==> src/lb_macros.svh <==
`ifndef LB_MACROS_SVH
`define LB_MACROS_SVH

//////////////////////////////////////////////////
// Width constants for the line fill buffer.
//////////////////////////////////////////////////

// Byte address width.
`define LB_AW 32

// Log2 of the memory bus width in bytes.
// 8 bytes per refill beat.
`define LB_BUS_P_BYTES 3

// Log2 of the line width in bytes.
// 16 bytes per line, two beats.
`define LB_LINE_P_BYTES 4

// Log2 of the CPU port width in bytes.
// 4 bytes per load or store.
`define LB_CPU_P_BYTES 2

`endif

==> src/lb_pkg.sv <==
`default_nettype none

`include "lb_macros.svh"

package lb_pkg;

   //////////////////////////////////////////////////
   // Address views.
   //////////////////////////////////////////////////

   // Tag and line offset split of a byte address.
   // Tag in the upper bits, offset in the low bits.
   typedef struct packed {
      logic [`LB_AW-`LB_LINE_P_BYTES-1:0] tag;
      logic [`LB_LINE_P_BYTES-1:0]        offset;
   } addr_fields_t;

   // Same byte address, raw or split.
   // Raw view feeds the aligners, split view the tag compare.
   typedef union packed {
      logic [`LB_AW-1:0] raw;
      addr_fields_t      f;
   } addr_u;

   //////////////////////////////////////////////////
   // Request and write structs.
   //////////////////////////////////////////////////

   // One refill beat from the memory bus.
   typedef struct packed {
      addr_u                                addr;
      logic [(1<<`LB_BUS_P_BYTES)*8-1:0]    data;
      logic [(1<<`LB_BUS_P_BYTES)-1:0]      be;
   } refill_beat_t;

   // One CPU store.
   typedef struct packed {
      addr_u                                addr;
      logic [(1<<`LB_CPU_P_BYTES)*8-1:0]    data;
      logic [(1<<`LB_CPU_P_BYTES)-1:0]      be;
   } store_req_t;

   // Line-wide write after alignment.
   // Data copied to all lanes, mask marks the live bytes.
   typedef struct packed {
      logic [(1<<`LB_LINE_P_BYTES)*8-1:0]   data;
      logic [(1<<`LB_LINE_P_BYTES)-1:0]     mask;
   } line_wr_t;

endpackage

`default_nettype wire

==> src/align_r.sv <==
`default_nettype none

module align_r
#(
   parameter IN_P_DW_BYTES  = 0,
   parameter IN_AW          = 0,
   parameter OUT_P_DW_BYTES = 0
)
(
   input  wire logic [(1<<IN_P_DW_BYTES)*8-1:0]   i_in_rdat,
   input  wire logic [(1<<IN_P_DW_BYTES)-1:0]     i_in_rbe,
   input  wire logic [IN_AW-1:0]                  i_in_addr,
   output logic      [(1<<OUT_P_DW_BYTES)-1:0]    o_out_wmsk,
   output logic      [(1<<OUT_P_DW_BYTES)*8-1:0]  o_out_din
);

   // Byte counts of both sides.
   localparam IN_BYTES  = (1<<IN_P_DW_BYTES);
   localparam OUT_BYTES = (1<<OUT_P_DW_BYTES);

   generate
      //////////////////////////////////////////////////
      // Same width.
      //////////////////////////////////////////////////
      if (OUT_P_DW_BYTES == IN_P_DW_BYTES)
      begin : gen_pass
         assign o_out_din  = i_in_rdat;
         assign o_out_wmsk = i_in_rbe;
      end
      //////////////////////////////////////////////////
      // Narrowing, pick one window.
      //////////////////////////////////////////////////
      else if (OUT_P_DW_BYTES < IN_P_DW_BYTES)
      begin : gen_narrow
         localparam WIN_NUM   = (IN_BYTES/OUT_BYTES);
         localparam WIN_P_NUM = (IN_P_DW_BYTES - OUT_P_DW_BYTES);
         localparam WIN_DW    = (OUT_BYTES*8);

         logic [WIN_DW-1:0]    rdat_win [WIN_NUM];
         logic [OUT_BYTES-1:0] rbe_win  [WIN_NUM];
         logic [WIN_P_NUM-1:0] win_sel;

         // Window index sits just above the output byte offset.
         assign win_sel = i_in_addr[OUT_P_DW_BYTES +: WIN_P_NUM];

         // Slice input into output-sized windows.
         always_comb
         begin
            for (int k = 0; k < WIN_NUM; k++)
            begin
               rdat_win[k] = i_in_rdat[k*WIN_DW +: WIN_DW];
               rbe_win[k]  = i_in_rbe[k*OUT_BYTES +: OUT_BYTES];
            end
         end

         assign o_out_din  = rdat_win[win_sel];
         assign o_out_wmsk = rbe_win[win_sel];
      end
      //////////////////////////////////////////////////
      // Widening, replicate data.
      //////////////////////////////////////////////////
      else
      begin : gen_widen
         localparam WIN_NUM   = (OUT_BYTES/IN_BYTES);
         localparam WIN_P_NUM = (OUT_P_DW_BYTES - IN_P_DW_BYTES);
         localparam WIN_DW    = (IN_BYTES*8);

         logic [WIN_P_NUM-1:0] lane_sel;

         // Lane index sits just above the input byte offset.
         assign lane_sel = i_in_addr[IN_P_DW_BYTES +: WIN_P_NUM];

         // Data lands on every lane.
         // Enables only on the addressed lane.
         always_comb
         begin
            for (int k = 0; k < WIN_NUM; k++)
            begin
               o_out_din[k*WIN_DW +: WIN_DW] = i_in_rdat;
               if (lane_sel == WIN_P_NUM'(k))
                  o_out_wmsk[k*IN_BYTES +: IN_BYTES] = i_in_rbe;
               else
                  o_out_wmsk[k*IN_BYTES +: IN_BYTES] = '0;
            end
         end
      end
   endgenerate

endmodule

`default_nettype wire

==> src/line_buffer.sv <==
`default_nettype none

`include "lb_macros.svh"

module line_buffer
(
   input  wire                                      clk,
   input  wire                                      i_rst,
   // Refill side.
   input  wire logic                                i_fill_start,
   input  wire logic [`LB_AW-`LB_LINE_P_BYTES-1:0]  i_fill_tag,
   input  wire logic                                i_fill_wr_valid,
   input  wire lb_pkg::line_wr_t                    i_fill_wr,
   // Store side.
   input  wire logic                                i_st_valid,
   input  wire lb_pkg::addr_u                       i_st_addr,
   input  wire lb_pkg::line_wr_t                    i_st_wr,
   // Load side.
   input  wire logic                                i_ld_valid,
   input  wire lb_pkg::addr_u                       i_ld_addr,
   output logic                                     o_ld_valid,
   output logic                                     o_ld_hit,
   output logic      [(1<<`LB_CPU_P_BYTES)*8-1:0]   o_ld_data
);

   // Derived sizes.
   localparam TAG_W      = `LB_AW - `LB_LINE_P_BYTES;
   localparam LINE_BYTES = (1<<`LB_LINE_P_BYTES);
   localparam CPU_BYTES  = (1<<`LB_CPU_P_BYTES);

   //////////////////////////////////////////////////
   // Line state.
   //////////////////////////////////////////////////

   // Tag of the line being filled.
   logic [TAG_W-1:0]        tag_q;
   // Line bytes, no reset.
   logic [LINE_BYTES*8-1:0] line_q;
   // One valid bit per byte.
   logic [LINE_BYTES-1:0]   vld_q;

   // Next-state terms.
   logic [LINE_BYTES*8-1:0] line_nxt;
   logic [LINE_BYTES-1:0]   vld_nxt;
   logic [LINE_BYTES-1:0]   vld_base;

   // Gated write masks.
   logic                    st_hit;
   logic [LINE_BYTES-1:0]   fill_msk;
   logic [LINE_BYTES-1:0]   st_msk;

   // Load lookup.
   logic [CPU_BYTES*8-1:0]  ld_word;
   logic [CPU_BYTES-1:0]    ld_vld;
   logic                    ld_tag_eq;
   logic                    ld_hit;

   //////////////////////////////////////////////////
   // Write merge.
   //////////////////////////////////////////////////

   // Store compares against the current tag.
   // A fill start in the same cycle does not move it yet.
   assign st_hit = i_st_valid & (i_st_addr.f.tag == tag_q);

   // Each stream gated by its own strobe.
   assign fill_msk = i_fill_wr_valid ? i_fill_wr.mask : '0;
   assign st_msk   = st_hit ? i_st_wr.mask : '0;

   // Fill start drops every valid bit.
   assign vld_base = i_fill_start ? '0 : vld_q;

   // Refill bytes become valid.
   // Stores only replace data, mask unchanged.
   assign vld_nxt = vld_base | fill_msk;

   // Byte merge, store wins over refill.
   always_comb
   begin
      line_nxt = line_q;
      for (int b = 0; b < LINE_BYTES; b++)
      begin
         if (st_msk[b])
            line_nxt[b*8 +: 8] = i_st_wr.data[b*8 +: 8];
         else if (fill_msk[b])
            line_nxt[b*8 +: 8] = i_fill_wr.data[b*8 +: 8];
      end
   end

   // Control state.
   always_ff @(posedge clk)
   begin
      if (i_rst)
      begin
         tag_q <= '0;
         vld_q <= '0;
      end
      else
      begin
         // New fill takes the new tag.
         if (i_fill_start)
            tag_q <= i_fill_tag;
         vld_q <= vld_nxt;
      end
   end

   // Payload.
   always_ff @(posedge clk)
   begin
      line_q <= line_nxt;
   end

   //////////////////////////////////////////////////
   // Load path.
   //////////////////////////////////////////////////

   // Narrow line and valid mask to one CPU word.
   // Word picked by address bits 3:2.
   align_r
   #(
      .IN_P_DW_BYTES  (`LB_LINE_P_BYTES),
      .IN_AW          (`LB_AW),
      .OUT_P_DW_BYTES (`LB_CPU_P_BYTES)
   )
   u_ld_align
   (
      .i_in_rdat  (line_q),
      .i_in_rbe   (vld_q),
      .i_in_addr  (i_ld_addr.raw),
      .o_out_wmsk (ld_vld),
      .o_out_din  (ld_word)
   );

   // Hit needs the tag and all four bytes.
   assign ld_tag_eq = (i_ld_addr.f.tag == tag_q);
   assign ld_hit    = ld_tag_eq & (&ld_vld);

   // Response flags, one cycle after the request.
   always_ff @(posedge clk)
   begin
      if (i_rst)
      begin
         o_ld_valid <= 1'b0;
         o_ld_hit   <= 1'b0;
      end
      else
      begin
         o_ld_valid <= i_ld_valid;
         o_ld_hit   <= i_ld_valid & ld_hit;
      end
   end

   // Response data.
   // held when no load is issued
   always_ff @(posedge clk)
   begin
      if (i_ld_valid)
         o_ld_data <= ld_word;
   end

endmodule

`default_nettype wire

==> src/fill_store_top.sv <==
`default_nettype none

`include "lb_macros.svh"

module fill_store_top
(
   input  wire                                     clk,
   input  wire                                     i_rst,
   // Refill.
   input  wire logic                               i_fill_start,
   input  wire lb_pkg::addr_u                      i_fill_addr,
   input  wire logic                               i_beat_valid,
   input  wire lb_pkg::refill_beat_t               i_beat,
   // Store.
   input  wire logic                               i_st_valid,
   input  wire lb_pkg::store_req_t                 i_st,
   // Load.
   input  wire logic                               i_ld_valid,
   input  wire lb_pkg::addr_u                      i_ld_addr,
   output logic                                    o_ld_valid,
   output logic                                    o_ld_hit,
   output logic      [(1<<`LB_CPU_P_BYTES)*8-1:0]  o_ld_data
);

   //////////////////////////////////////////////////
   // Aligned write streams.
   //////////////////////////////////////////////////

   wire [(1<<`LB_LINE_P_BYTES)*8-1:0] fill_din;
   wire [(1<<`LB_LINE_P_BYTES)-1:0]   fill_msk;
   wire [(1<<`LB_LINE_P_BYTES)*8-1:0] st_din;
   wire [(1<<`LB_LINE_P_BYTES)-1:0]   st_msk;
   wire lb_pkg::line_wr_t             fill_wr;
   wire lb_pkg::line_wr_t             st_wr;

   // Refill beat, 64 to 128 bits.
   // Address bit 3 picks the half.
   align_r
   #(
      .IN_P_DW_BYTES  (`LB_BUS_P_BYTES),
      .IN_AW          (`LB_AW),
      .OUT_P_DW_BYTES (`LB_LINE_P_BYTES)
   )
   u_fill_align
   (
      .i_in_rdat  (i_beat.data),
      .i_in_rbe   (i_beat.be),
      .i_in_addr  (i_beat.addr.raw),
      .o_out_wmsk (fill_msk),
      .o_out_din  (fill_din)
   );

   // Store, 32 to 128 bits.
   // Address bits 3:2 pick the word.
   align_r
   #(
      .IN_P_DW_BYTES  (`LB_CPU_P_BYTES),
      .IN_AW          (`LB_AW),
      .OUT_P_DW_BYTES (`LB_LINE_P_BYTES)
   )
   u_st_align
   (
      .i_in_rdat  (i_st.data),
      .i_in_rbe   (i_st.be),
      .i_in_addr  (i_st.addr.raw),
      .o_out_wmsk (st_msk),
      .o_out_din  (st_din)
   );

   assign fill_wr = '{data: fill_din, mask: fill_msk};
   assign st_wr   = '{data: st_din, mask: st_msk};

   //////////////////////////////////////////////////
   // Line buffer.
   //////////////////////////////////////////////////

   // Fill tag comes from the fill start address.
   line_buffer u_line_buffer
   (
      .clk             (clk),
      .i_rst           (i_rst),
      .i_fill_start    (i_fill_start),
      .i_fill_tag      (i_fill_addr.f.tag),
      .i_fill_wr_valid (i_beat_valid),
      .i_fill_wr       (fill_wr),
      .i_st_valid      (i_st_valid),
      .i_st_addr       (i_st.addr),
      .i_st_wr         (st_wr),
      .i_ld_valid      (i_ld_valid),
      .i_ld_addr       (i_ld_addr),
      .o_ld_valid      (o_ld_valid),
      .o_ld_hit        (o_ld_hit),
      .o_ld_data       (o_ld_data)
   );

endmodule

`default_nettype wire

==> config.mk <==
export PLATFORM = sky130hd
export DESIGN_NAME = fill_store_top
export DESIGN_NICKNAME = d
export VERILOG_FILES = /design/src/lb_pkg.sv /design/src/align_r.sv /design/src/line_buffer.sv /design/src/fill_store_top.sv
export VERILOG_INCLUDE_DIRS = /design/src /design/src/src
export SDC_FILE = /design/constraint.sdc
export NUM_CORES = 1
export LEC_CHECK = 0
export BUFFER_PORTS_ARGS = -buffer_cell sky130_fd_sc_hd__buf_4
export CAP_MARGIN = 20
export CORE_MARGIN = 4
export CORE_UTILIZATION = 50
export DETAILED_ROUTE_END_ITERATION = 10
export GPL_TIMING_DRIVEN = 0
export PLACE_DENSITY = 0.77
export SLEW_MARGIN = 40
export SYNTH_ARGS = -nofsm -noshare
export SYNTH_HDL_FRONTEND = slang
export SYNTH_SLANG_ARGS = --single-unit
==> constraint.sdc <==
create_clock -name clk -period 7.8 [get_ports clk]
set_input_delay 1.56 -clock clk [delete_from_list [all_inputs] [get_ports clk]]
set_output_delay 1.56 -clock clk [all_outputs]
set_load 0.02 [all_outputs]
=== Yosys cells after proc, flatten, opt, wreduce, memory -nomap -nowiden ===
Cells that the tools add are included.

* Add/sub/neg operators: 0
* Multiply operators: 0
* Div/mod/pow operators: 0
* Magnitude comparators: 1
* Eq/ne operators: 5
* Shifts and indexed selects: 0
* Muxes and demuxes: 47
* Bitwise gates (word level): 5
* Reduce and logical (&&, ||, !) cells: 18

{| class="wikitable"
|+ Operators with widths
! kind !! count
|-
| $mux W8 || 34
|-
| $bmux W32 S2 || 1
|-
| $mux W32 || 2
|-
| $eq A28 B28 Y1 || 2
|-
| $mux W16 || 3
|-
| $reduce_bool A2 Y1 || 16
|-
| $mux W4 || 6
|-
| $or A16 B16 Y16 || 1
|-
| $bmux W4 S2 || 1
|-
| $eq A2 B2 Y1 const B || 2
|-
| $reduce_and A4 Y1 || 1
|-
| $and A1 B1 Y1 || 3
|-
| $ge A3 B3 Y1 const B || 1
|-
| $not A2 Y3 || 1
|-
| $eq A2 B1 Y1 const B || 1
|-
| $logic_not A2 Y1 || 1
|}

* Register bits: 206
* Bits in latches: 0
* Memory bits (writable): 0
* ROM bits: 0
* Input port bits: 242
* Output and inout bits: 34
* Word-level logic and storage cells: 97
* Memories kept: 0

=== Depth between registers and ports, before layout ===
* Word-level depth: 7
* Depth in mapped cells: 8
* Depth with buffers taken out: 5

=== Modules after synthesis ===
Synthesis repeated with hierarchy kept, for this count alone.

* Cell total of the unflattened synthesis: 898
* Area, all modules: 12251.8 µm²

{| class="wikitable"
|+ By module, submodules not included
! module !! times used !! cells each !! area an instance (µm²)
|-
| line_buffer || 1 || 563 || 9131.3
|-
| align_r at u_st_align || 1 || 146 || 1116.1
|-
| align_r at u_fill_align || 1 || 145 || 1079.8
|-
| align_r at u_line_buffer.u_ld_align || 1 || 44 || 924.6
|}

=== Worst setup path after synthesis ===
OpenSTA, ideal clock, no wires.

* Path kind: input to register
* Start: input port i_st[49] in the netlist's numbering
* End: register u_line_buffer.line_q[100] (data pin)
* Arrival: 3286 ps
* Required time: 7540 ps
* Setup slack: 4254 ps
* Cell stages on the path: 7
* Buffers on the path: 2
* Cell sequence: xor2_1 -> nor4_1 -> nand4_1 -> clkbuf_2 -> or4_1 -> buf_6 -> mux2_4

* Word-level cells in the longest chain between the ends: 4

{| class="wikitable"
|+ RTL lines
! item !! RTL line !! source
|-
| from (decl) || fill_store_top.sv:16 || <nowiki>input wire lb_pkg::store_req_t i_st,</nowiki>
|-
| $eq A28 B28 Y1 || line_buffer.sv:64 || <nowiki>assign st_hit = i_st_valid & (i_st_addr.f.tag == tag_q);</nowiki>
|-
| $and A1 B1 Y1 || line_buffer.sv:64 ||
|-
| $mux W16 || line_buffer.sv:68 || <nowiki>assign st_msk = st_hit ? i_st_wr.mask : '0;</nowiki>
|-
| $mux W8 || line_buffer.sv:83 || <nowiki>if (st_msk[b])</nowiki>
|-
| named net u_line_buffer.line_nxt[100] || line_buffer.sv:43 || <nowiki>logic [LINE_BYTES*8-1:0] line_nxt;</nowiki>
|-
| to (signal assigned) || line_buffer.sv:110 || <nowiki>line_q <= line_nxt;</nowiki>
|-
| to (decl) || line_buffer.sv:38 || <nowiki>logic [LINE_BYTES*8-1:0] line_q;</nowiki>
|}

The timed path passes the listed nets, and every way through them passes these cells.
A chain may end at the register's enable or synchronous reset.

=== Final worst setup path ===
* Start: input port i_st[40] in the netlist's numbering
* End: register u_line_buffer.line_q[11], enable pin

* Word-level cells in the longest chain between the ends: 4

{| class="wikitable"
|+ RTL lines
! item !! RTL line
|-
| $eq A28 B28 Y1 || line_buffer.sv:64
|-
| $and A1 B1 Y1 || line_buffer.sv:64
|-
| $mux W16 || line_buffer.sv:68
|-
| $reduce_bool A2 Y1 (no source line) || --
|}

No other way between the ends.

==> impl_metrics.sql <==
INSERT INTO impl_metrics (metric_group, metric, value, unit) VALUES
('yosys', 'area_share_of_the_largest_cell_type_after_synthesis', '0.480', ''),
('power', 'powerDensity', '203', 'mW/mm^2'),
('setup_path', 'cp-startpoint', 'i_st[40]', ''),
('routing', 'detail-route-antenna-nets', '0', ''),
('min_path', 'holdCritPathClass', 'reg2reg', ''),
('setup_path', 'cp-endpoint', 'u_line_buffer.line_q[11]', ''),
('yosys', 'ys_types', '27', ''),
('setup_path', 'timing.rr.start', 'u_line_buffer.tag_q[0]', ''),
('clocking', 'cts_hold_buf', '0', ''),
('placement', 'gp_routability_congestion', '0.859', ''),
('timing', 'timing_hold_violations_final', '0', ''),
('floorplanning', 'ios', '276', ''),
('clocking', 'htree_levels', '1', ''),
('layout', 'syn2layout_area_growth', '28.0', '%'),
('timing', 'post-route-min-period', '3.95', 'ns'),
('yosys', 'synth_largest_area_cell', 'sky130_fd_sc_hd__edfxtp_1', ''),
('layout', 'layout.filler_cells', '1458', ''),
('yosys', 'yosysWarnings', '0', ''),
('placement', 'dpl-instance-area', '0.0121', 'sq mm'),
('floorplanning', 'die_h', '150', 'um'),
('min_path', 'hold_depth', '2', ''),
('routing', 'vias_per_cell', '5.39', ''),
('routing', 'routed_wire_length_per_instance', '21.2', 'um'),
('power', 'share_clk_of_total_power', '0.395', ''),
('setup_path', 'slowest_delay', '0.67', 'ns'),
('clocking', 'cts-root-to-sink-buffers', '3', ''),
('clocking', 'cts.sink_count', '206', ''),
('timing', 'timing_worst_slew_pin_value', '0.760', 'ns'),
('setup_path', 'cp.arrival', '4.09', 'ns'),
('layout', 'post-route-cell-area', '0.0128', 'sq mm'),
('yosys', 'syn_inst', '650', ''),
('layout', 'layout.core_utilization', '0.654', ''),
('timing', 'final_critical_path_setup_slack', '3.85', 'ns'),
('setup_path', 'reg2reg_slack', '4.66', 'ns'),
('layout', 'final_nets', '1149', ''),
('yosys', 'synth-seq-cells', '206', ''),
('routing', 'route.vias.total', '6409', ''),
('setup_path', 'crit_slowest_cell', 'sky130_fd_sc_hd__or4_1', ''),
('timing', 'number_of_pins_exceeding_their_max_slew_limit_in_the_final_report', '0', ''),
('routing', 'route.detailed.drc', '0', ''),
('status', 'run_status', 'finished clean', ''),
('timing', 'slew_limit_headroom', '0.493', ''),
('routing', 'drt_wl_total', '25.3', 'mm'),
('yosys', 'mean_cell_area_of_the_mapped_netlist', '15.4', 'sq um'),
('power', 'power_frac_seq', '0.489', ''),
('placement', 'portBuffers', '232', ''),
('setup_path', 'r2r.worst_path.cells', '6', ''),
('setup_path', 'crit-reg2reg-capture', 'u_line_buffer.line_q[11]', ''),
('routing', 'detailedRoute.firstPassIterationCount', '5', ''),
('timing', 'timing.final.crit_share', '0.507', ''),
('power', 'p_sw', '578', 'uW'),
('global_route', 'global_route.usage.total', '0.221', ''),
('routing', 'drt-initial-drc-count', '270', ''),
('power', 'ir_drop', '0.144', 'mV'),
('layout', 'proportion_of_layout_cells_with_a_drive_suffix_above_1', '0.481', ''),
('setup_path', 'crit_required', '7.94', 'ns'),
('floorplanning', 'initial_core_util', '0.511', ''),
('timing', 'grt_setup_unrepaired', 'false', ''),
('setup_path', 'crit_chain', 'buf_4 > xor2_1 > nor4_1 > nand4_1 > or4_1 > clkbuf_1 > nand2_1', ''),
('power', 'switching_share', '0.222', ''),
('clocking', 'postCtsResizedCells', '0', ''),
('yosys', 'synth_fp_nets', '892', ''),
('power', 'intPower', '2020', 'uW'),
('setup_path', 'crit_path_end_kind', 'flop', ''),
('flow_run', 'cap_violations', '0', ''),
('global_route', 'grt_first_pass_wirelength', '37.7', 'mm'),
('timing', 'fmax', '0.253', 'GHz'),
('setup_path', 'crit_buf_inv', '2', ''),
('floorplanning', 'die_w', '150', 'um'),
('yosys', 'yosys-top-cells-area', 'sky130_fd_sc_hd__edfxtp_1 (48%), sky130_fd_sc_hd__mux2_4 (12%), sky130_fd_sc_hd__dfxtp_1 (9.2%)', ''),
('timing', 'setup_viol', '0', '');
==> worst min path at each step <==
| stage | startpoint | end | slack [ns] |
|---|---|---|---|
| floorplan | u_line_buffer.vld_q[12] | u_line_buffer.vld_q[12] | 0.45 |
| global placement | u_line_buffer.vld_q[14] | u_line_buffer.vld_q[14] | 0.45 |
| detailed placement | u_line_buffer.vld_q[14] | u_line_buffer.vld_q[14] | 0.46 |
| CTS | u_line_buffer.vld_q[1] | u_line_buffer.vld_q[1] | 0.48 |
| global route | u_line_buffer.vld_q[0] | u_line_buffer.vld_q[0] | 0.50 |
| finish | u_line_buffer.vld_q[0] | u_line_buffer.vld_q[0] | 0.47 |
==> state kept, by name, summed over array words and instances, names as in the netlist <==
register and flops:
u_line_buffer.vld_q 16, u_line_buffer.o_ld_hit 1, u_line_buffer.o_ld_valid 1, u_line_buffer.line_q 128
u_line_buffer.o_ld_data 32, u_line_buffer.tag_q 28
==> power by group through the flow <==
stage	clock, uW	combinational, uW	sequential, uW
floorplan	0	136	1300
CTS	1040	305	1270
detailed placement	0	304	1300
finish	1030	302	1270
global route	1090	324	1280
global placement	0	297	1290
==> per-stage QoR <==
step	hold WS (ns)	cells
2_1_floorplan	0.446	650
3_3_place_gp	0.453	1147
3_5_place_dp	0.459	1147
4_1_cts	0.475	1189
5_1_grt	0.500	1190
6_report	0.475	1190
==> layer usage <==
layer,track usage,part of all wire
met1,0.264,0.38
met4,0.0618,0.025
met3,0.0485,0.077
met5,0,0
met2,0.403,0.51
==> cell usage after synthesis (all sizes together) <==
master / count
mux2i: 29
nor2: 30
mux2: 128
nor2b: 4
nand3: 13
and2: 2
nand2b: 16
xnor2: 14
nor4: 9
clkbuf: 26
nand2: 33
o211ai: 1
or4: 16
dfxtp: 46
xor2: 42
nor3: 3
mux4: 32
a21oi: 16
buf: 15
o21ai: 1
edfxtp: 160
nand4: 13
and3: 1
==> kinds of logic (layout without fill, tap and decap cells) <==
family	after synthesis	in the layout	synth area share
AND/OR/NAND/NOR	140	140	0.0717
XOR/XNOR	56	56	0.0490
AO/OA/AOI/OAI	18	18	0.00925
buffers and inverters	41	315	0.0231
flip-flops	206	206	0.572
multiplexers	189	189	0.275
other	0	1	0
==> placed cells by master, fill, tap and decap left out, drive strengths merged, types with 2 or more instances in the layout <==
cell type	n
buf	247
edfxtp	160
mux2	128
clkbuf	58
dfxtp	46
xor2	42
nand2	33
mux4	32
nor2	30
mux2i	29
or4	16
nand2b	16
a21oi	16
xnor2	14
nand4	13
nand3	13
nor4	9
clkinv	7
nor2b	4
nor3	3
and2	2
==> layout make-up <==
class	count	share of cell area
antenna	1	0.000195
clock inverter	10	0.00664
tap	265	0.0259
timing repair buffer	232	0.136
multi-input combinational	403	0.316
sequential	206	0.447
clock buffer	32	0.0495
buffer	41	0.0184
==> worst register-to-register path, delay by kind of cell, from the launching register on <==
| family | cells | cell delay, ns |
|---|---|---|
| simple gates | 4 | 1.95 |
| flops | 1 | 0.34 |
| xor+xnor | 1 | 0.17 |
| buf+inv | 1 | 0.33 |
No activity file was read; power rests on OpenSTA's default activity.
